[src/fft_config.svh]
`ifndef FFT_CONFIG_SVH
`define FFT_CONFIG_SVH

// frame geometry.
`define FFT_POINTS 16
`define FFT_STAGES 4

// fixed-point format, twiddles share the sample width.
`define FFT_SAMPLE_W 24
`define FFT_FRAC_W 23

`endif

[src/fft_pkg.sv]
`default_nettype none

`include "fft_config.svh"

package fft_pkg;

	////////////////////////////////////////////////////////////
	// data types
	////////////////////////////////////////////////////////////
	typedef logic signed [`FFT_SAMPLE_W-1:0] sample_t;
	typedef logic [`FFT_SAMPLE_W-1:0] mag_t;

	typedef sample_t [`FFT_POINTS-1:0] frame_t; // indexed by sample or bin.
	typedef mag_t [`FFT_POINTS-1:0] mag_frame_t;

	typedef logic [$clog2(`FFT_STAGES)-1:0] stage_idx_t;

	typedef enum logic [1:0] {
		seq_idle,
		seq_compute,
		seq_emit
	} seq_state_t;

	////////////////////////////////////////////////////////////
	// twiddles W16^k, k = 0..7, Q1.23
	////////////////////////////////////////////////////////////
	localparam sample_t TWIDDLE_RE [`FFT_POINTS/2] = '{
		24'h7FFFFF, 24'h7641B3, 24'h5A827A, 24'h30FBC2,
		24'h000000, 24'hCF043E, 24'hA57D86, 24'h89BE4D
	};

	localparam sample_t TWIDDLE_IM [`FFT_POINTS/2] = '{
		24'h000000, 24'hCF043E, 24'hA57D86, 24'h89BE4D,
		24'h800000, 24'h89BE4D, 24'hA57D86, 24'hCF043E
	};

endpackage

`default_nettype wire

[src/fft_frame_buffer.sv]
`default_nettype none

`include "fft_config.svh"

module fft_frame_buffer
	import fft_pkg::*;
(
	input  logic   Clk,
	input  logic   Reset,
	input  logic   load,
	input  logic   advance,
	input  frame_t samples,
	input  frame_t nxt_re,
	input  frame_t nxt_im,
	output frame_t cur_re,
	output frame_t cur_im
);

	// reverse the low address bits of a sample index.
	function automatic int bit_rev(input int idx);
		int rev = 0;
		for (int b = 0; b < `FFT_STAGES; b++)
		begin
			if (idx[b])
				rev |= 1 << (`FFT_STAGES - 1 - b);
		end
		return rev;
	endfunction

	////////////////////////////////////////////////////////////
	// working frame, written in place
	////////////////////////////////////////////////////////////
	always_ff @(posedge Clk or posedge Reset)
	begin
		if (Reset)
		begin
			cur_re <= '0;
			cur_im <= '0;
		end
		else if (load)
		begin
			for (int i = 0; i < `FFT_POINTS; i++)
				cur_re[i] <= samples[bit_rev(i)];
			cur_im <= '0; // real input frame.
		end
		else if (advance)
		begin
			cur_re <= nxt_re;
			cur_im <= nxt_im;
		end
	end

	a_load_vs_advance: assert property (@(posedge Clk) disable iff (Reset)
		!(load && advance));

endmodule

`default_nettype wire

[config.mk]
export PLATFORM = sky130hd
export DESIGN_NAME = fft_frame_buffer
export DESIGN_NICKNAME = d
export VERILOG_FILES = /design/src/fft_pkg.sv /design/src/fft_frame_buffer.sv
export VERILOG_INCLUDE_DIRS = /design/src
export SDC_FILE = /design/constraint.sdc
export NUM_CORES = 1
export LEC_CHECK = 0
export CAP_MARGIN = 20
export CORE_AREA = 2 2 750 752
export CTS_CLUSTER_DIAMETER = 150
export CTS_CLUSTER_SIZE = 30
export DETAILED_ROUTE_END_ITERATION = 10
export DIE_AREA = 0 0 752 754
export DONT_BUFFER_PORTS = 1
export PLACE_DENSITY = 0.3
export SYNTH_ARGS = -nofsm -noshare
export SYNTH_HDL_FRONTEND = slang
export SYNTH_SLANG_ARGS = --single-unit
export TNS_END_PERCENT = 1
[constraint.sdc]
create_clock -name Clk -period 28.9 [get_ports Clk]
set_clock_uncertainty 0.05 [all_clocks]
set_input_delay 1.445 -clock Clk [delete_from_list [all_inputs] [get_ports Clk]]
set_output_delay 1.445 -clock Clk [all_outputs]
set_load 0.03 [all_outputs]
After elaboration in Yosys (flattened, before gate mapping):

Index checks and enable logic that the tools add are counted.

* bits in registers: 768

* magnitude comparators: 15
* multiplexer cells: 64
* reductions and logical operators: 1

Operator list (count)
* two-way mux 384 bit: 4
* binary-select mux 24 bit (select 4 bit): 15
* two-way mux 24 bit: 30
* less-than comparator 32 x 6 -> 1 bit (second input constant): 15
* two-way mux 32 bit: 15
* nonzero test 2 bit: 1

Depth between registers and ports, before layout:

* depth after elaboration: 5
* mapped depth: 6

Worst setup path after synthesis:

OpenSTA, ideal clock, no wires.

* path type: input to register
* start: in advance
* end: reg cur_im[119] (netlist bit)
* setup time: 0.132 ns
* arrival time: 2.258 ns
* slack: 26.460 ns
* cell stages on the path: 6
* path buffers: 4
* cell sequence: buf_2 buf_6 buf_6 buf_8 mux2i_1 nor2_1

* word-level cells in the longest chain between the ends: 1

Ends and longest elaborated chain
* start, declared: RTL line fft_frame_buffer.sv:11 `input logic advance,`
* nonzero test 2 bit (no line)
* end signal, assigned: RTL line fft_frame_buffer.sv:49 `cur_im <= nxt_im;`
* end, declared: RTL line fft_frame_buffer.sv:16 `output frame_t cur_im`

No other way between the ends.
A chain may end at the register's enable or synchronous reset.

==> metrics.md <==
| Metric | Value |
|---|---|
| Status | complete, no violations |
| Max cap viols | 0 |
| Tightest Hold Check Type | in -> async |
| Maximum fanout along the worst path | 92 |
| Total Wirelength | 364,000 um |
| Critical path cell sequence | inv_8 -> buf_4 -> buf_4 -> buf_4 -> buf_4 -> buf_4 |
| Input/output buffers | 0 |
| Final Hold Viols | 0 |
| Hold slack | 600 ps |
| DPL Wire Length | 326,000 um |
| Final Setup Violations | 0 |
| Chip Height | 754 um |
| # DRC | 0 |
| Clk_lat worst skew | 760 ps |
| DR top layer | met5 |
| Final nets | 3,920 |
| Startpoint Class | primary input |
| Average cell area after synthesis | 11.4 um2 |
| LEAKAGE | 17.3 nW |
| First-pass GRT wire length | 421,000 um |
| Fillers | 65,007 |
| Clock-pin slew of the registers on the worst-case setup and hold paths | 110 ps |
| Rows | 275 |
| Area leader, netlist | dfrtp_1 |
| Antenna violations before repair | 371 |
| PwrDens | 60.9 mW/mm2 |
| RSZ-0062 raised after global routing | false |
| Initial Util | 5.92% |
| Worst-Margin Slew | 1480 ps |
| Area of the multi-input gates | 0.0125 mm2 |
| Top cells by area, synth | dfrtp_1 (58%), mux2i_1 (23%), nand2_1 (4.4%), nor2_1 (4.4%), o21ai_0 (3.7%) |
| Gr ovfl total | 0 |
| Total of warnings raised by yosys | 0 |
| Via Count | 24,648 |
| CTS Hold Bufs | 0 |
| Final Cycle Share | 16.3% |
| Worst slack, placed | 23,130 ps |
| Via-to-Cell Ratio | 2.38 |
| Share of layout cells above drive strength 1 | 4.29% |
| Clock Path Buffers | 3 |
| Synthesis-to-layout area growth | 31.5% |
| Total CTS buffers | 46 |
| Critical-path top delay cell | buf_4 |
| Met3 WL | 61,600 um |
| Final ANT Viol Nets | 0 |
| I/O Pins | 1,924 |
| First-pass DRT Iterations | 5 |
| WP data required | 29,670 ps |
| FF+latch area | 0.0192 mm2 |
| Design Power | 2.65 mW |
| CTS tree | done |
| CTS sink count | 768 |
| Register area share after synthesis | 58.0% |
| Setup Buffers After CTS | 0 |
| Critical path type | in -> async |
| WL per Instance | 35.1 um |
| Fmax | 0.212 GHz |
| GPL Wtd Cong | 0.950 |
| Crit. End Element | async pin |
| Post-Syn Instances | 2,903 |
| Number of global-route vias before repair | 24,190 |
| Share of the synthesized area in the top cell type | 58.0% |
| Flop-to-flop setup slack | 27,270 ps |
| Worst Slack Setup Final | 24,180 ps |
| Min Tclk post-route | 4720 ps |
| Met2 routed WL | 163,000 um |
| Relative slew margins | 1.55% |
| Syn_nets | 4,059 |
| Critical Path AT | 5490 ps |
| Count of pins over their slew limit | 0 |
| Die area | 0.567 mm2 |
| Met1 WL | 125,000 um |
| Post-route setup TNS | 0 ps |
| Post-CTS Resized | 0 |
| Core ar. | 0.559 mm2 |
| Post-Syn Area | 0.0331 mm2 |
| Overall routing resource usage | 12.3% |
| Horiz. Die Dim | 752 um |
| Worst path max stage delay | 740 ps |
| Synth unique cells | 13 |
| Largest net degree at the start of global routing | 230 |
| Number of DRC markers in iteration 0 | 1,465 |
| FF+latch count, synth | 768 |
| H-tree levels | 2 |
| CP dominant cell by count | buf_4 |
| Peak supply drop | 47.8 uV |
| Root buffer cell | clkbuf_16 |
-- cell type report --
| type | instances | share of cell area, % |
|---|---|---|
| timing repair buffer | 27 | 0.925 |
| inverter | 1 | 0.0259 |
| antenna | 98 | 0.563 |
| tap | 7479 | 21.5 |
| sequential | 768 | 44.2 |
| clock inverter | 33 | 1.42 |
| clock buffer | 51 | 2.73 |
| multi-input combinational | 1920 | 28.7 |
-- final timing paths --
path                                               from                      end  depth (start not counted)
worst max register to register  cur_re[353]$_DFFE_PP0P_  cur_re[353]$_DFFE_PP0P_                          2
worst min-delay path                              Reset  cur_im[130]$_DFFE_PP0P_                          1
max in group Clk                                advance  cur_re[346]$_DFFE_PP0P_                          5
worst min register to register  cur_re[287]$_DFFE_PP0P_  cur_re[287]$_DFFE_PP0P_                          2
worst max-delay path                              Reset   cur_re[86]$_DFFE_PP0P_                          6
min in group Clk                cur_re[287]$_DFFE_PP0P_  cur_re[287]$_DFFE_PP0P_                          2
-- where the power goes --
part	switching (mW)	total (mW)	internal, mW	leakage [nW]
combinational	0.131	0.217	0.0857	6.78
clock	0.538	0.887	0.349	0.848
sequential	0.401	1.55	1.15	9.71
-- worst max-delay path, delay by kind of cell --
kind | cells | cell delay [ps]
buf+inv | 6 | 3710
-- layout by cell type (no fill, tap or decap) --
| master | count |
|---|---|
| mux2i_1 | 768 |
| clkinv_16 | 10 |
| inv_8 | 2 |
| inv_6 | 6 |
| clkbuf_16 | 47 |
| nand2_1 | 384 |
| nor2_1 | 384 |
| buf_16 | 10 |
| buf_4 | 17 |
| inv_12 | 1 |
| diode_2 | 98 |
| bufinv_16 | 1 |
| clkbuf_1 | 4 |
| o21ai_0 | 248 |
| clkinv_2 | 1 |
| clkinvlp_4 | 2 |
| dfrtp_2 | 12 |
| clkinv_4 | 2 |
| clkinv_8 | 2 |
| dfrtp_1 | 756 |
| o21ai_1 | 136 |
| inv_16 | 7 |
-- metrics by stage --
stage / utilization, % / area, um2 / instances
final: 7.79 / 43600 / 10377
after global routing: 7.76 / 43400 / 10314
after CTS: 7.75 / 43300 / 10279
after detailed placement: 7.42 / 41500 / 10195
after global placement: 7.42 / 41500 / 10195
after floorplan: - / 33100 / 2903
-- per-layer routing --
metal,global-route usage (%),vias up
li1,-,9669
met1,12.4,12097
met2,19.6,1921
met3,9.38,781
met4,3.65,180
met5,0,-
-- flip-flops by register name (all words and copies together), names as in the netlist --
| register | cells |
|---|---|
| cur_im | 384 |
| cur_re | 384 |
-- synth_stat cells --
library cell / number
o21ai_0: 248
mux2i_1: 768
clkbuf_1: 108
dfrtp_1: 768
inv_1: 1
buf_4: 25
nand2_1: 384
buf_8: 11
buf_1: 1
buf_6: 48
nor2_1: 384
buf_2: 21
o21ai_1: 136
-- kinds of logic after synthesis --
family | synth area share, %
muxes | 23.2
and+or+nand+nor | 8.70
AOI/OAI and AO/OA | 5.80
DFF | 58.0
buffers and inverters | 4.26
No activity file was read; power rests on OpenSTA's default activity.
