File: src/fft_config.svh
`ifndef FFT_CONFIG_SVH
`define FFT_CONFIG_SVH

// frame geometry.
`define FFT_POINTS 16
`define FFT_STAGES 4

// fixed-point format, twiddles share the sample width.
`define FFT_SAMPLE_W 24
`define FFT_FRAC_W 23

`endif

File: src/fft_pkg.sv
`default_nettype none

`include "fft_config.svh"

package fft_pkg;

	////////////////////////////////////////////////////////////
	// data types
	////////////////////////////////////////////////////////////
	typedef logic signed [`FFT_SAMPLE_W-1:0] sample_t;
	typedef logic [`FFT_SAMPLE_W-1:0] mag_t;

	typedef sample_t [`FFT_POINTS-1:0] frame_t; // indexed by sample or bin.
	typedef mag_t [`FFT_POINTS-1:0] mag_frame_t;

	typedef logic [$clog2(`FFT_STAGES)-1:0] stage_idx_t;

	typedef enum logic [1:0] {
		seq_idle,
		seq_compute,
		seq_emit
	} seq_state_t;

	////////////////////////////////////////////////////////////
	// twiddles W16^k, k = 0..7, Q1.23
	////////////////////////////////////////////////////////////
	localparam sample_t TWIDDLE_RE [`FFT_POINTS/2] = '{
		24'h7FFFFF, 24'h7641B3, 24'h5A827A, 24'h30FBC2,
		24'h000000, 24'hCF043E, 24'hA57D86, 24'h89BE4D
	};

	localparam sample_t TWIDDLE_IM [`FFT_POINTS/2] = '{
		24'h000000, 24'hCF043E, 24'hA57D86, 24'h89BE4D,
		24'h800000, 24'h89BE4D, 24'hA57D86, 24'hCF043E
	};

endpackage

`default_nettype wire

File: src/fft_magnitude_out.sv
`default_nettype none

`include "fft_config.svh"

module fft_magnitude_out
	import fft_pkg::*;
(
	input  logic       Clk,
	input  logic       Reset,
	input  logic       emit,
	input  frame_t     bins_re,
	output mag_frame_t x
);

	////////////////////////////////////////////////////////////
	// absolute value of each real bin
	////////////////////////////////////////////////////////////
	always_ff @(posedge Clk or posedge Reset)
	begin
		if (Reset)
			x <= '0;
		else if (emit)
		begin
			for (int i = 0; i < `FFT_POINTS; i++)
			begin
				// 800000 negates to itself, read unsigned.
				x[i] <= bins_re[i][`FFT_SAMPLE_W-1] ? mag_t'(-bins_re[i])
					: mag_t'(bins_re[i]);
			end
		end
	end

endmodule

`default_nettype wire

File: config.mk
export PLATFORM = sky130hd
export DESIGN_NAME = fft_magnitude_out
export DESIGN_NICKNAME = d
export VERILOG_FILES = /design/src/fft_pkg.sv /design/src/fft_magnitude_out.sv
export VERILOG_INCLUDE_DIRS = /design/src
export SDC_FILE = /design/constraint.sdc
export NUM_CORES = 1
export LEC_CHECK = 0
export ABC_AREA = 0
export BUFFER_PORTS_ARGS = -buffer_cell sky130_fd_sc_hd__buf_2
export CORE_AREA = 3 3 298 300
export CTS_BUF_LIST = sky130_fd_sc_hd__clkbuf_4 sky130_fd_sc_hd__clkbuf_8 sky130_fd_sc_hd__clkbuf_16
export CTS_CLUSTER_SIZE = 20
export DETAILED_ROUTE_END_ITERATION = 8
export DIE_AREA = 0 0 301 303
export PLACE_DENSITY = 0.5
export SYNTH_ARGS = -nofsm -noshare
export SYNTH_HDL_FRONTEND = slang
export SYNTH_SLANG_ARGS = --single-unit
File: constraint.sdc
create_clock -name Clk -period 29.7 [get_ports Clk]
set_clock_uncertainty 0.2 [all_clocks]
set_input_delay 1.485 -clock Clk [delete_from_list [all_inputs] [get_ports Clk]]
set_output_delay 1.485 -clock Clk [all_outputs]
set_load 0.05 [all_outputs]
Word-level counts from Yosys, hierarchy flattened:

Index checks and enable logic that the tools add are counted.

* bits of input ports: 387
* register bits after elaboration: 384
* output and inout port bits: 384

* add/sub/neg operators: 16
* muxes and demuxes: 16

Operators with widths (number)
* $mux 24: 16
* $neg 24->24: 16

Depth between registers and ports, before layout:

* word-level depth: 2
* gate-level depth with buffers: 8

Least setup slack after synthesis:

Ideal clock, no wire load.

* kind: input to register
* start: input port bins_re[120] (netlist bit)
* end: register x[142] (netlist bit)
* setup slack: 26049 ps
* arrival: 3382 ps
* library setup time: 69 ps
* buffers on the path: 1
* stages: 7
* data required time: 29431 ps
* cells stage by stage: inv_1 > ha_1 > or3b_2 > clkbuf_1 > or4_4 > or4_1 > nand3_1

* cells in the longest elaborated chain, start to end: 2

RTL lines
* start, declared: line fft_magnitude_out.sv:11 `input frame_t bins_re,`
* $neg 24->24: line fft_magnitude_out.sv:27 `` x[i] <= bins_re[i][`FFT_SAMPLE_W-1] ? mag_t'(-bins_re[i]) ``
* $mux 24: line fft_magnitude_out.sv:27
* end signal, assigned by index: line fft_magnitude_out.sv:27
* end, declared: line fft_magnitude_out.sv:12 `output mag_frame_t x`

Every way passes these cells.
A chain may end at the register's enable or synchronous reset.

==> impl_metrics.xml <==
<?xml version="1.0" encoding="UTF-8"?>
<metrics>
  <group name="cells_and_area">
    <metric name="mostFrequentLayoutCell" unit="">sky130_fd_sc_hd__buf_2</metric>
    <metric name="fin_area" unit="sq um">30000</metric>
    <metric name="most-common-layout-cells" unit="">sky130_fd_sc_hd__buf_2 (769), sky130_fd_sc_hd__dfrtp_1 (384), sky130_fd_sc_hd__nor2_1 (381), sky130_fd_sc_hd__a21oi_1 (296), sky130_fd_sc_hd__xor2_1 (169)</metric>
    <metric name="syn_to_final_growth" unit="%">26.3</metric>
    <metric name="final_core_util" unit="%">34.7</metric>
    <metric name="number_of_flip_flops_under_the_largest_register_name" unit="">384</metric>
    <metric name="num-nets-final" unit="">3818</metric>
    <metric name="top_regs" unit="">x: 384 flops</metric>
    <metric name="final.fill_count" unit="">9271</metric>
    <metric name="max_flop_register" unit="">x</metric>
    <metric name="fraction_of_layout_instances_using_a_drive_strength_above_1" unit="%">27.9</metric>
  </group>
  <group name="route">
    <metric name="first_iter_violations" unit="">1436</metric>
    <metric name="total_number_of_vias" unit="">24009</metric>
    <metric name="wl_per_cell" unit="microns">20.1</metric>
    <metric name="ant_nets" unit="">0</metric>
    <metric name="post-route-drc-count" unit="">0</metric>
    <metric name="firstDrtPassIters" unit="">5</metric>
    <metric name="via_per_inst" unit="">5.20</metric>
    <metric name="routed_wirelength" unit="mm">92.8</metric>
  </group>
  <group name="clocking">
    <metric name="cts-htree-levels" unit="">2</metric>
    <metric name="tritoncts_num_sinks" unit="">384</metric>
    <metric name="cts_setup_buffers" unit="">0</metric>
    <metric name="cts.clk_slew.worst_paths" unit="ps">60</metric>
    <metric name="tritoncts_clock_tree" unit="">built</metric>
    <metric name="root_buffer" unit="">sky130_fd_sc_hd__clkbuf_16</metric>
    <metric name="cts-buffers-inserted" unit="">49</metric>
    <metric name="cts_buffer_depth" unit="">3</metric>
    <metric name="cts.repair.resized" unit="">0</metric>
    <metric name="ctsHoldBuffers" unit="">0</metric>
    <metric name="insertion_delay" unit="ps">570</metric>
  </group>
  <group name="place">
    <metric name="hpwl" unit="mm">69.3</metric>
    <metric name="dpl_cell_area" unit="sq um">28500</metric>
    <metric name="routabilityCongestion" unit="">0.847</metric>
    <metric name="io_buffer_count" unit="">770</metric>
  </group>
  <group name="power">
    <metric name="powerDensity" unit="nW/um^2">57.9</metric>
    <metric name="vdd_drop_max" unit="V">0.0000425</metric>
    <metric name="power.total" unit="W">0.00174</metric>
    <metric name="p_leak" unit="nW">13.0</metric>
  </group>
  <group name="sta">
    <metric name="number_of_setup_violations_in_the_final_report" unit="">0</metric>
    <metric name="hold-worst-slack" unit="ps">273</metric>
    <metric name="minimum_clock_period_after_layout" unit="ps">5470</metric>
    <metric name="max_clock_freq" unit="MHz">183</metric>
    <metric name="setup_repair_after_global_routing_missed_its_margin" unit="">false</metric>
    <metric name="final-max-slew-violation-count" unit="">0</metric>
    <metric name="worstMarginPinSlew" unit="ps">1190</metric>
    <metric name="relSlewSlack" unit="%">20.4</metric>
    <metric name="final.setup.tns" unit="ps">0</metric>
    <metric name="final.period_utilization" unit="%">18.4</metric>
    <metric name="hold_viol" unit="">0</metric>
  </group>
  <group name="global_route">
    <metric name="vias_in_the_first_global_route" unit="">22843</metric>
    <metric name="use_met3" unit="%">6.20</metric>
    <metric name="grt_pass1_wl" unit="mm">140</metric>
    <metric name="grt_use_met1" unit="%">23.7</metric>
    <metric name="grt_most_used_layer" unit="">met2</metric>
    <metric name="use_met2" unit="%">32.8</metric>
    <metric name="grt_antenna_before_repair" unit="">20</metric>
    <metric name="grt_usage" unit="%">19.2</metric>
    <metric name="largest_net_degree_at_the_start_of_global_routing" unit="">182</metric>
    <metric name="grt_total_ovfl" unit="">0</metric>
  </group>
  <group name="die">
    <metric name="fp-row-count" unit="">108</metric>
    <metric name="initial_core_util" unit="%">27.5</metric>
    <metric name="die_x" unit="microns">301</metric>
    <metric name="design.die.area" unit="sq um">91200</metric>
    <metric name="core_area" unit="sq um">86500</metric>
    <metric name="fp.dieH" unit="microns">303</metric>
    <metric name="top_level_ports" unit="">771</metric>
  </group>
  <group name="synth">
    <metric name="synth-edff-count" unit="">0</metric>
    <metric name="synthDistinctLibCells" unit="">63</metric>
    <metric name="dominantRegCellSynth" unit="">sky130_fd_sc_hd__dfrtp_1</metric>
    <metric name="synth.largest_area_cell" unit="">sky130_fd_sc_hd__dfrtp_1</metric>
    <metric name="synthesized_flop_and_latch_total" unit="">384</metric>
    <metric name="synth.cell_area" unit="sq um">23800</metric>
    <metric name="post-synth-top-area-fraction" unit="%">40.4</metric>
    <metric name="ys_seq_area_share" unit="%">40.4</metric>
    <metric name="postSynthNetCount" unit="">3198</metric>
    <metric name="ys.warnings.count" unit="">0</metric>
    <metric name="postSynth.asyncResetShare" unit="%">100</metric>
    <metric name="synth_cells" unit="">2795</metric>
    <metric name="post_synth.cell_area_avg" unit="sq um">8.51</metric>
    <metric name="synth_area_leaders" unit="">sky130_fd_sc_hd__dfrtp_1 (40%), sky130_fd_sc_hd__a21oi_1 (6.2%), sky130_fd_sc_hd__xor2_1 (6.2%)</metric>
  </group>
  <group name="worst_setup_path">
    <metric name="worst_setup_path_start_kind" unit="">input pin</metric>
    <metric name="worst_ep_arrival_time" unit="ps">5760</metric>
    <metric name="endpoint_kind" unit="">flop</metric>
    <metric name="crit_fanout" unit="">112</metric>
    <metric name="worst-endpoint-required" unit="ps">29990</metric>
    <metric name="setup.worst_path.class" unit="">in -&gt; reg</metric>
  </group>
  <group name="outcome">
    <metric name="run_status" unit="">finished clean</metric>
  </group>
  <group name="run">
    <metric name="drv_cap" unit="">0</metric>
  </group>
  <group name="min_path">
    <metric name="hold_class" unit="">reg -&gt; reg</metric>
  </group>
</metrics>
cell usage after synthesis, drive strengths merged, types with 8 or more instances:
cell type and instances:
nor4 50, nor3 73, o31ai 64, o2bb2ai 10
nand2 147, a2111oi 15, o211ai 20, o311ai 12
mux2i 28, or2 31, or3b 14, o41ai 63
nor3b 10, o21ai 68, clkbuf 189, xnor2 26
nand4b 10, nand3 98, nor2 381, o2111ai 27
a221oi 26, and3 26, or3 124, buf 29
mux2 21, dfrtp 384, or4 120, a2111o 16
ha 16, o221a 8, a21oi 296, nand4 40
inv 79, a211o 8, xor2 169, nand3b 26
routing by layer:
metal  wire [microns]  up-vias
met1            38300    11562
met4             1720       12
met3             7790      101
met5               82        -
li1                 -    11650
met2            44900      684
kinds of logic after synthesis:
| logic type | Yosys count | share of synthesized area, % |
|---|---|---|
| fa+ha+maj | 16 | 0.841 |
| compound gates | 676 | 18.8 |
| xor+xnor | 195 | 7.18 |
| simple gates | 1177 | 25.8 |
| flops | 384 | 40.4 |
| buf+inv | 298 | 4.77 |
| mux | 49 | 2.17 |
path summary, 6_finish.rpt:
| check | start | to | slack [ps] | depth (start not counted) |
|---|---|---|---|---|
| setup / recovery | emit | x[23] | 24230 | 8 |
| hold / removal | x[167] | x[167] | 270 | 1 |
| setup reg to reg | x[352] | x[352] | 28250 | 2 |
| hold reg to reg | x[167] | x[167] | 270 | 1 |
| max in group asynchronous | Reset | x[293] | 26290 | 4 |
| min in group asynchronous | Reset | x[174] | 800 | 2 |
power breakdown:
part	leakage [nW]	internal, W	switching [W]
Combinational	7.75	0.000129	0.000399
Clock	0.780	0.000347	0.000247
Sequential	4.45	0.000584	0.0000348
Total	13.0	0.00106	0.000681
worst max-delay path: stages:
cell and delay (ps):
sky130_fd_sc_hd__buf_8 490, sky130_fd_sc_hd__buf_4 780, sky130_fd_sc_hd__buf_4 710, sky130_fd_sc_hd__buf_4 610, sky130_fd_sc_hd__buf_4 830, sky130_fd_sc_hd__nand3b_1 210
sky130_fd_sc_hd__or3_1 350, sky130_fd_sc_hd__o2bb2ai_1 120
cell type report:
| cell class | count | area, sq um | share of cell area, % |
|---|---|---|---|
| clock inverters | 11 | 91.3 | 0.304 |
| diodes | 17 | 42.5 | 0.142 |
| clock buffers | 73 | 1460 | 4.87 |
| multi-input cells | 2113 | 13100 | 43.5 |
| repair buffers | 787 | 4020 | 13.4 |
| flip-flops and latches | 384 | 9610 | 32.0 |
| well taps | 1155 | 1450 | 4.81 |
| inverters | 80 | 315 | 1.05 |
stage by stage:
step                      instances  setup WS (ps)
after global routing           4609          23940
after CTS                      4603          24340
after global placement         4519          23750
after floorplan                2795          17340
after detailed placement       4519          23710
final                          4620          24230
No activity file was read; power rests on OpenSTA's default activity.
