<file path="src/fft_config.svh">
`ifndef FFT_CONFIG_SVH
`define FFT_CONFIG_SVH

// frame geometry.
`define FFT_POINTS 16
`define FFT_STAGES 4

// fixed-point format, twiddles share the sample width.
`define FFT_SAMPLE_W 24
`define FFT_FRAC_W 23

`endif

</file>
<file path="src/fft_pkg.sv">
`default_nettype none

`include "fft_config.svh"

package fft_pkg;

	////////////////////////////////////////////////////////////
	// data types
	////////////////////////////////////////////////////////////
	typedef logic signed [`FFT_SAMPLE_W-1:0] sample_t;
	typedef logic [`FFT_SAMPLE_W-1:0] mag_t;

	typedef sample_t [`FFT_POINTS-1:0] frame_t; // indexed by sample or bin.
	typedef mag_t [`FFT_POINTS-1:0] mag_frame_t;

	typedef logic [$clog2(`FFT_STAGES)-1:0] stage_idx_t;

	typedef enum logic [1:0] {
		seq_idle,
		seq_compute,
		seq_emit
	} seq_state_t;

	////////////////////////////////////////////////////////////
	// twiddles W16^k, k = 0..7, Q1.23
	////////////////////////////////////////////////////////////
	localparam sample_t TWIDDLE_RE [`FFT_POINTS/2] = '{
		24'h7FFFFF, 24'h7641B3, 24'h5A827A, 24'h30FBC2,
		24'h000000, 24'hCF043E, 24'hA57D86, 24'h89BE4D
	};

	localparam sample_t TWIDDLE_IM [`FFT_POINTS/2] = '{
		24'h000000, 24'hCF043E, 24'hA57D86, 24'h89BE4D,
		24'h800000, 24'h89BE4D, 24'hA57D86, 24'hCF043E
	};

endpackage

`default_nettype wire

</file>
<file path="src/fft_sequencer.sv">
`default_nettype none

`include "fft_config.svh"

module fft_sequencer
	import fft_pkg::*;
(
	input  logic       Clk,
	input  logic       Reset,
	input  logic       Ready,
	output logic       load,
	output logic       advance,
	output logic       emit,
	output stage_idx_t stage,
	output logic       frame_completed
);

	seq_state_t state;

	////////////////////////////////////////////////////////////
	// frame control
	////////////////////////////////////////////////////////////
	always_ff @(posedge Clk or posedge Reset)
	begin
		if (Reset)
		begin
			state <= seq_idle;
			stage <= '0;
		end
		else
		begin
			case (state)
				seq_idle:
				begin
					if (Ready)
					begin
						state <= seq_compute;
						stage <= '0;
					end
				end
				seq_compute:
				begin
					if (stage == stage_idx_t'(`FFT_STAGES-1))
						state <= seq_emit; // last pass written back.
					stage <= stage + 1'b1;
				end
				seq_emit: state <= seq_idle;
				default:  state <= seq_idle;
			endcase
		end
	end

	// load must land on the same edge that sees Ready.
	assign load            = (state == seq_idle) && Ready;
	assign advance         = (state == seq_compute);
	assign emit            = (state == seq_emit);
	assign frame_completed = (state == seq_idle);

	// load edge, one edge per pass, then the emit edge.
	a_done_after_frame: assert property (@(posedge Clk) disable iff (Reset)
		$rose(frame_completed) |-> $past(load, `FFT_STAGES + 2));

	a_emit_after_last_pass: assert property (@(posedge Clk) disable iff (Reset)
		emit |-> $past(advance) && $past(stage) == stage_idx_t'(`FFT_STAGES-1));

endmodule

`default_nettype wire

</file>
<file path="config.mk">
export PLATFORM = sky130hd
export DESIGN_NAME = fft_sequencer
export DESIGN_NICKNAME = d
export VERILOG_FILES = /design/src/fft_pkg.sv /design/src/fft_sequencer.sv
export VERILOG_INCLUDE_DIRS = /design/src
export SDC_FILE = /design/constraint.sdc
export NUM_CORES = 1
export LEC_CHECK = 0
export BUFFER_PORTS_ARGS = -buffer_cell sky130_fd_sc_hd__buf_2
export CAP_MARGIN = 10
export CELL_PAD_IN_SITES_DETAIL_PLACEMENT = 1
export CELL_PAD_IN_SITES_GLOBAL_PLACEMENT = 2
export CORE_AREA = 3 3 40 42
export DETAILED_ROUTE_END_ITERATION = 12
export DIE_AREA = 0 0 43 45
export PLACE_DENSITY = 0.55
export SYNTH_ARGS = -nofsm -noshare
export SYNTH_HDL_FRONTEND = slang
export SYNTH_SLANG_ARGS = --single-unit
</file>
<file path="constraint.sdc">
create_clock -name Clk -period 1.5 [get_ports Clk]
set_input_delay 0.075 -clock Clk [delete_from_list [all_inputs] [get_ports Clk]]
set_output_delay 0.075 -clock Clk [all_outputs]
set_load 0.03 [all_outputs]
</file>
After elaboration in Yosys (flattened, before gate mapping):

Cells that the tools add are included.
W data, S select, Z words.

* register bits: 4
* input port bits: 3
* output and inout port bits: 6
* word-level logic and storage cells: 18

* $add $sub $neg: 1
* eq/ne operators: 5
* mux-type cells: 5
* reductions and logical operators: 5

Operators with widths (number)
* $pmux W2 S2: 2
* $mux W2: 3
* $eq A2 B2 Y1 const B: 2
* $reduce_and A2 Y1: 2
* $add A2 B1 Y2 const B: 1
* $eq A2 B1 Y1 const B: 1
* $logic_not A2 Y1: 1
* $ne A2 B1 Y1 const B: 1
* $ne A2 B2 Y1 const B: 1
* $reduce_bool A2 Y1: 1
* $logic_and A1 B1 Y1: 1

Depth between registers and ports, before layout:

Gate-level depths: netlist of the first run.

* word-level depth: 3
* mapped depth: 2
* mapped depth without buffers: 2

Least setup slack after synthesis of the first run:

No wires, ideal clock.

* path kind: register to output
* from: reg state[0]
* to: out load
* arrival time: 1.258 ns
* data required time: 1.425 ns
* path slack: 0.167 ns
* cell stages (with the launch flop): 3
* buffers on the path: 0
* cells stage by stage: dfrtp_1 nor2_1 and2_1

* longest elaborated chain between the ends: 2

Ends and longest elaborated chain
* from (decl): line fft_sequencer.sv:18 `seq_state_t state;`
* from (signal assigned): line fft_sequencer.sv:27 `state <= seq_idle;`
* from (signal assigned): line fft_sequencer.sv:37 `state <= seq_compute;`
* from (signal assigned): line fft_sequencer.sv:44 `state <= seq_emit;`
* $logic_not A2 Y1
* named net frame_completed: line fft_sequencer.sv:15 `output logic frame_completed`
* $logic_and A1 B1 Y1: line fft_sequencer.sv:54 `assign load = (state == seq_idle) && Ready;`
* to (decl): line fft_sequencer.sv:11 `output logic load,`

The timed path passes the listed nets, and every way through them passes these cells.

Worst setup path in the final report of the first run:

* from: reg state[0]
* to: out load

* longest elaborated chain between the ends: 2

Ends and longest elaborated chain (line)
* $logic_not A2 Y1: fft_sequencer.sv:54
* $logic_and A1 B1 Y1: fft_sequencer.sv:54

No other way between the ends.

==> impl_results.md, run 1 <==
- Global Route Usage Sum: 5.35%
- DR vias: 152
- Slowest CP cell: dfrtp_1
- Syn Std Cell Area: 205 um^2
- Pins Over Slew Limit: 0
- Area grow syn2layout: 44.5%
- Residual DRC: 0
- Layout cell share with drive strength beyond 1: 63.0%
- DR pass1 iterations: 1
- Clk sinks: 4
- Setup crit start kind: flip-flop
- Synth top area cells: dfrtp_1 49%, o21bai_4 9.1%, mux2_4 7.3%, nor2b_4 6.7%, ha_1 6.1%
- Ys Warns: 0
- Drt total wl: 388 um
- Final net count: 33
- HP Class: in -> reg
- Required @ worst endpoint: 1420 ps
- Status: finished clean
- Worst Setup Slack, final: 305 ps
- Pwr Density: 2620 mW/mm^2
- Critical Path Start: state[0]$_DFFE_PP0P_
- Chip Width: 43 um
- Yosys top cell by area: dfrtp_1
- DR iter-0 viols: 0
- Hold_sp: Ready
- Top cell type's share of synthesized area: 48.8%
- Final Hold Viols: 0
- WL/cell: 9.24 um
- Final ANT Viol Nets: 0
- Avg Vias per Cell: 3.62
- FP Rows: 13
- CTS Buf Count: 3
- Commonest non-fill, non-tap cells in the layout: 8 x buf_2, 4 x dfrtp_1, 3 x clkbuf_4
- Post-CTS Setup Inserts: 0
- Fin Hold WS: 184 ps
- Fin Setup TNS: 0 ps
- Flops & latches, synth: 4
- Max-slew headroom: 86.1%
- Library cells used by synthesis: 12
- Die H: 45 um
- Final weighted congestion in routability-driven placement: 0.676
- Critical-path cell list: nor2_1 -> and2_1 -> buf_2
- Die area: 0.00194 mm^2
- Max clock buf depth: 2
- Crit path largest cell delay: 430 ps
- Worst Path Arrival: 1120 ps
- Fin crit period: 1190 ps
- Fill cell count: 148
- Sequential share of the synthesized area: 48.8%
- Avg Cell Area, Syn: 13.7 um^2
- # H-tree levels: 1
- Syn Nets: 19
- Initial antenna violation count: 0
- Commonest non-fill, non-tap cell in the layout: buf_2
- Critical path fanouts, max: 5
- VDD IR max: 0.738 mV
- CP endpoint kind: primary output
- Util after Layout: 23.1%
- Worst Max-Slew Pin Slew: 209 ps
- # diodes: 0
- Pin count of the biggest net entering global routing: 6
- First-pass GRT wire length: 676 um
- Initial Util: 16.0%
- CTS tree: built
- Maxcap violations: 0
- Number of global-route vias before repair: 173
- Worst skew pair latency: 230 ps
- Design Power: 776 uW
- GR Overflow Total: 0
- RSZ-0062 raised after global routing: false
- Clk slew on worst S/H paths: 30 ps
- Final setup violating endpoints: 0
- Tcrit/Tclk final: 79.7%
- Fmax: 0.837 GHz
- Port Buf Inserts: 8
- Pre-CTS WS: 459 ps
- Top Ports: 9
- Worst Skew: 0.537 ps
- Synthesized instance count: 15
- Worst Setup Path Type: reg -> out
- Reg-to-reg critical path startpoint: stage[0]$_DFFE_PP0P_
- Static leakage: 0.159 nW
- Core area: 0.00128 mm^2
- Root buffer cell: clkbuf_4
cell usage after synthesis:
cell type and n:
nor2b_4 1, nor2_1 1, ha_1 1, inv_1 1, mux2_4 1, and2_2 1
dfrtp_1 4, a21oi_1 1, and2_1 1, o21bai_4 1, a22o_2 1, and2b_2 1
logic make-up (layout without fill, tap and decap cells):
group | Yosys count | count (layout) | synth area share [%]
AOI/OAI and AO/OA | 3 | 3 | 16.5
adders and majority gates | 1 | 1 | 6.10
buffers and inverters | 1 | 13 | 1.83
DFF | 4 | 4 | 48.8
muxes | 1 | 1 | 7.31
and+or+nand+nor | 5 | 5 | 19.5
path summary, 6_finish.rpt:
path / endpoint / slack (ps) / depth (start not counted)
max: load / 310 / 3
min: state[0]$_DFFE_PP0P_ / 180 / 3
max reg2reg: stage[1]$_DFFE_PP0P_ / 460 / 2
min reg2reg: stage[1]$_DFFE_PP0P_ / 540 / 1
max in group asynchronous: stage[1]$_DFFE_PP0P_ / 1080 / 3
min in group asynchronous: state[0]$_DFFE_PP0P_ / 270 / 3
repair_timing:
| item | CTS | global route |
|---|---|---|
| endpoints found under the hold margin | 4 | 0 |
| setup endpoints to repair | 0 | 0 |
| resized for setup | 0 | 0 |
| hold buffers | 1 | 0 |
final cells by class:
type                    instances  area [um^2]  area share, %
flip-flops and latches          4          100           33.8
clock buffers                   3         22.5           7.59
well taps                      15         18.8           6.33
inverters                       1         3.75           1.27
multi-input cells              10          101           34.2
repair buffers                  9         50.0           16.9
report_power, final:
part	switching, mW	internal, mW
clock	0.0383	0.0890
combinational	0.239	0.190
sequential	0.0597	0.160
total	0.337	0.439
critical path: cells and delay by family (launching register included):
kind,cells,cell delay (ps)
AND/OR/NAND/NOR,2,270
buffers and inverters,1,190
flip-flops,1,430
registers in the layout (all words and copies together), names as in the netlist:
name	cells
stage	2
state	2
per-layer routing:
layer | global-route usage, % | part of all wire [%] | up-vias
met3 | 1.59 | 10 | 2
met4 | 9.04 | 3.6 | 0
met5 | 0 | 0 | -
li1 | - | - | 74
met2 | 6.89 | 41 | 10
met1 | 5.35 | 45 | 66
metrics by stage:
step | cell area, um^2 | instances
after floorplan | 205 | 15
after global placement | 264 | 38
after detailed placement | 264 | 38
after CTS | 297 | 42
after global routing | 297 | 42
final | 297 | 42
(Power assumes the default switching activity.)
==> inputs of run 2 (changes only) <==
--- a/config.mk
+++ b/config.mk
@@ -6,6 +6,7 @@
 export SDC_FILE = /design/constraint.sdc
 export NUM_CORES = 1
 export LEC_CHECK = 0
+export ABC_AREA = 1
 export BUFFER_PORTS_ARGS = -buffer_cell sky130_fd_sc_hd__buf_2
 export CAP_MARGIN = 10
 export CELL_PAD_IN_SITES_DETAIL_PLACEMENT = 1
@@ -13,7 +14,7 @@
 export CORE_AREA = 3 3 40 42
 export DETAILED_ROUTE_END_ITERATION = 12
 export DIE_AREA = 0 0 43 45
-export PLACE_DENSITY = 0.55
+export PLACE_DENSITY = 0.59
 export SYNTH_ARGS = -nofsm -noshare
 export SYNTH_HDL_FRONTEND = slang
 export SYNTH_SLANG_ARGS = --single-unit
==> constraint.sdc (replaced) <==
create_clock -name Clk -period 1.25 [get_ports Clk]
set_input_delay 0.0625 -clock Clk [delete_from_list [all_inputs] [get_ports Clk]]
set_output_delay 0.0625 -clock Clk [all_outputs]
set_load 0.03 [all_outputs]
==> run 2 against run 1 <==
Critical endpoint is now advance. Clock skew is 0.72 ps higher. Largest cell class is now sequential cells. Flip-flop and latch count unchanged. Synthesized cell count up 60%. Highest routed layer unchanged.
==> impl_results.md, run 2 <==
- Max clock buf depth: 2 (unchanged)
- Final net count: 42 (was 33)
- Pin count of the biggest net entering global routing: 5 (was 6)
- Final instance area: 280 um^2 (was 297 um^2)
- Fin Setup TNS: 0 ps (unchanged)
- Flops & latches, synth: 4 (unchanged)
- Most common cell in the synthesized netlist: nand2_1 (was dfrtp_1)
- Static leakage: 0.168 nW (was 0.159 nW)
- Post-synth top flop: dfrtp_1 (unchanged)
- Initial antenna violation count: 0 (unchanged)
- VDD IR max: 0.913 mV (was 0.738 mV)
- Pwr Density: 3050 mW/mm^2 (was 2620 mW/mm^2)
- Top cell type's share of synthesized area: 53.7% (was 48.8%)
- Critical path fanouts, max: 3 (was 5)
- Root buffer cell: clkbuf_4 (unchanged)
- Avg Cell Area, Syn: 7.77 um^2 (was 13.7 um^2)
- Die area: 0.00194 mm^2 (unchanged)
- Yosys top cell by area: dfrtp_1 (unchanged)
- Final ANT Viol Nets: 0 (unchanged)
- Syn Std Cell Area: 186 um^2 (was 205 um^2)
- Final Hold Viols: 0 (unchanged)
- Sequential share of the synthesized area: 53.7% (was 48.8%)
- GR Overflow Total: 0 (unchanged)
- CP endpoint kind: primary output (unchanged)
- Layout cell share with drive strength beyond 1: 36.1% (was 63.0%)
- R2R cell count: 3 (was 2)
- Placed inst area: 248 um^2 (was 264 um^2)
- Synth top area cells: dfrtp_1 54%, nand2_1 16%, inv_1 10%, ha_1 6.7%, nor2_1 6.0% (was dfrtp_1 49%, o21bai_4 9.1%, mux2_4 7.3%, nor2b_4 6.7%, ha_1 6.1%)
- Global Route Usage Sum: 6.27% (was 5.35%)
- Worst Setup Path Type: reg -> out (unchanged)
- Post-synth EDFFs: 0 (unchanged)
- HP Class: in -> reg (unchanged)
- Final weighted congestion in routability-driven placement: 0.666 (was 0.676)
- Hold Path Cell Cnt: 3 (unchanged)
- Clk slew on worst S/H paths: 30 ps (about the same)
- Chip Width: 43 um (unchanged)
- Area grow syn2layout: 50.3% (was 44.5%)
- Setup crit start kind: flip-flop (unchanged)
- Fin Hold WS: 93.8 ps (was 184 ps)
- Worst Skew: 1.26 ps (was 0.537 ps)
- CTS Buf Count: 3 (unchanged)
- Synthesized instance count: 24 (was 15)
- Top Ports: 9 (unchanged)
- Syn Nets: 28 (was 19)
- CTS tree: built (unchanged)
- Post-CTS Setup Inserts: 0 (unchanged)
- Pins Over Slew Limit: 0 (unchanged)
- Number of global-route vias before repair: 192 (was 173)
- FP Rows: 13 (unchanged)
- DR vias: 186 (was 152)
- Status: finished clean (unchanged)
- Worst Path Arrival: 1090 ps (was 1120 ps)
- WL/cell: 9.61 um (was 9.24 um)
- Final setup violating endpoints: 0 (unchanged)
- Maxcap violations: 0 (unchanged)
- Largest regs: stage: 2 flops, state: 2 flops (unchanged)
- DR pass1 iterations: 4 (was 1)
- Drt total wl: 490 um (was 388 um)
- Commonest non-fill, non-tap cells in the layout: 8 x nand2_1, 8 x buf_2, 5 x inv_1 (was 8 x buf_2, 4 x dfrtp_1, 3 x clkbuf_4)
- Port Buf Inserts: 8 (unchanged)
- # diodes: 0 (unchanged)
- Required @ worst endpoint: 1190 ps (was 1420 ps)
- Fmax: 0.868 GHz
- First-pass GRT wire length: 807 um (was 676 um)
- Residual DRC: 0 (unchanged)
- Fin crit period: 1150 ps
- DR iter-0 viols: 1 (was 0)
- Detail Placement HPWL: 390 um
- Initial Util: 14.5% (was 16.0%)
- Clk sinks: 4 (unchanged)
- Worst skew pair latency: 230 ps (about the same)
- Library cells used by synthesis: 8 (was 12)
- Ys Warns: 0 (unchanged)
- Max-slew headroom: 87.5% (was 86.1%)
- Async SR Flop Fraction: 100% (unchanged)
- Tcrit/Tclk final: 92.1%
- Synth top cells by count: 8 x nand2_1, 5 x inv_1, 4 x dfrtp_1
- RSZ-0062 raised after global routing: false (unchanged)
- Fill cell count: 161 (was 148)
- # H-tree levels: 1 (unchanged)
- Avg Vias per Cell: 3.65 (was 3.62)
- Core area: 0.00128 mm^2 (unchanged)
- Worst Max-Slew Pin Slew: 186 ps (was 209 ps)
- Die H: 45 um (unchanged)
## run 2: timing repair
item | 4_1_cts | 5_1_grt
endpoints found under the hold margin | 4 | 0
hold buffers | 1 | 0
resized for setup | 0 | 0
## run 2: cell type report
type	count	area (um^2)	share of cell area [%]
Multi-Input combinational cell	14	66.3	23.7
Tap cell	15	18.8	6.70
Clock buffer	3	22.5	8.04
Inverter	6	22.5	8.04
Timing Repair Buffer	9	50.0	17.9
Sequential cell	4	100	35.7
## run 2: routing by layer
layer	vias to the layer above	share of wire, %	global-route usage [%]	wire [um]
met2	12	37	8.08	182
met1	79	42	6.57	206
met5	-	0	0	0
met3	2	18	4.78	89
li1	93	-	-	-
met4	0	2.2	5.42	11
## run 2: stage by stage
stage	worst slack (ps)	utilization (%)	total power [mW]	std cells
2_1_floorplan	156	-	0.566	24
3_3_place_gp	347	19.3	0.687	47
3_5_place_dp	329	19.3	0.699	47
4_1_cts	99.7	21.8	0.868	51
5_1_grt	29.2	21.8	0.940	51
6_report	98.2	21.8	0.856	51
## run 2: cells by family (layout without fill, tap and decap cells)
kind of cell | after synthesis | count (layout) | share of synthesized area (%)
compound gates | 2 | 2 | 5.36
simple gates | 11 | 11 | 22.1
buf+inv | 6 | 18 | 12.1
flops | 4 | 4 | 53.7
fa+ha+maj | 1 | 1 | 6.71
## run 2: where the power goes
part / internal [mW] / total, mW / switching (mW)
clock network: 0.107 / 0.157 / 0.0502
registers: 0.189 / 0.242 / 0.0531
logic: 0.131 / 0.457 / 0.326
## run 2: worst paths after layout
path / start / endpoint / slack, ps
worst max-delay path: state[1]$_DFFE_PP0P_ / advance / 100
max in group asynchronous: Reset / state[1]$_DFFE_PP0P_ / 830
worst min-delay path: Ready / state[0]$_DFFE_PP0P_ / 90
worst min register to register: stage[1]$_DFFE_PP0P_ / stage[1]$_DFFE_PP0P_ / 510
worst max register to register: stage[0]$_DFFE_PP0P_ / stage[1]$_DFFE_PP0P_ / 330
min in group asynchronous: Reset / stage[0]$_DFFE_PP0P_ / 260
## run 2: critical path, cell delays in order, from the launching register on
cell and delay, ps:
dfrtp_1 380, inv_1 90, nand2_1 100, inv_2 90, buf_2 190
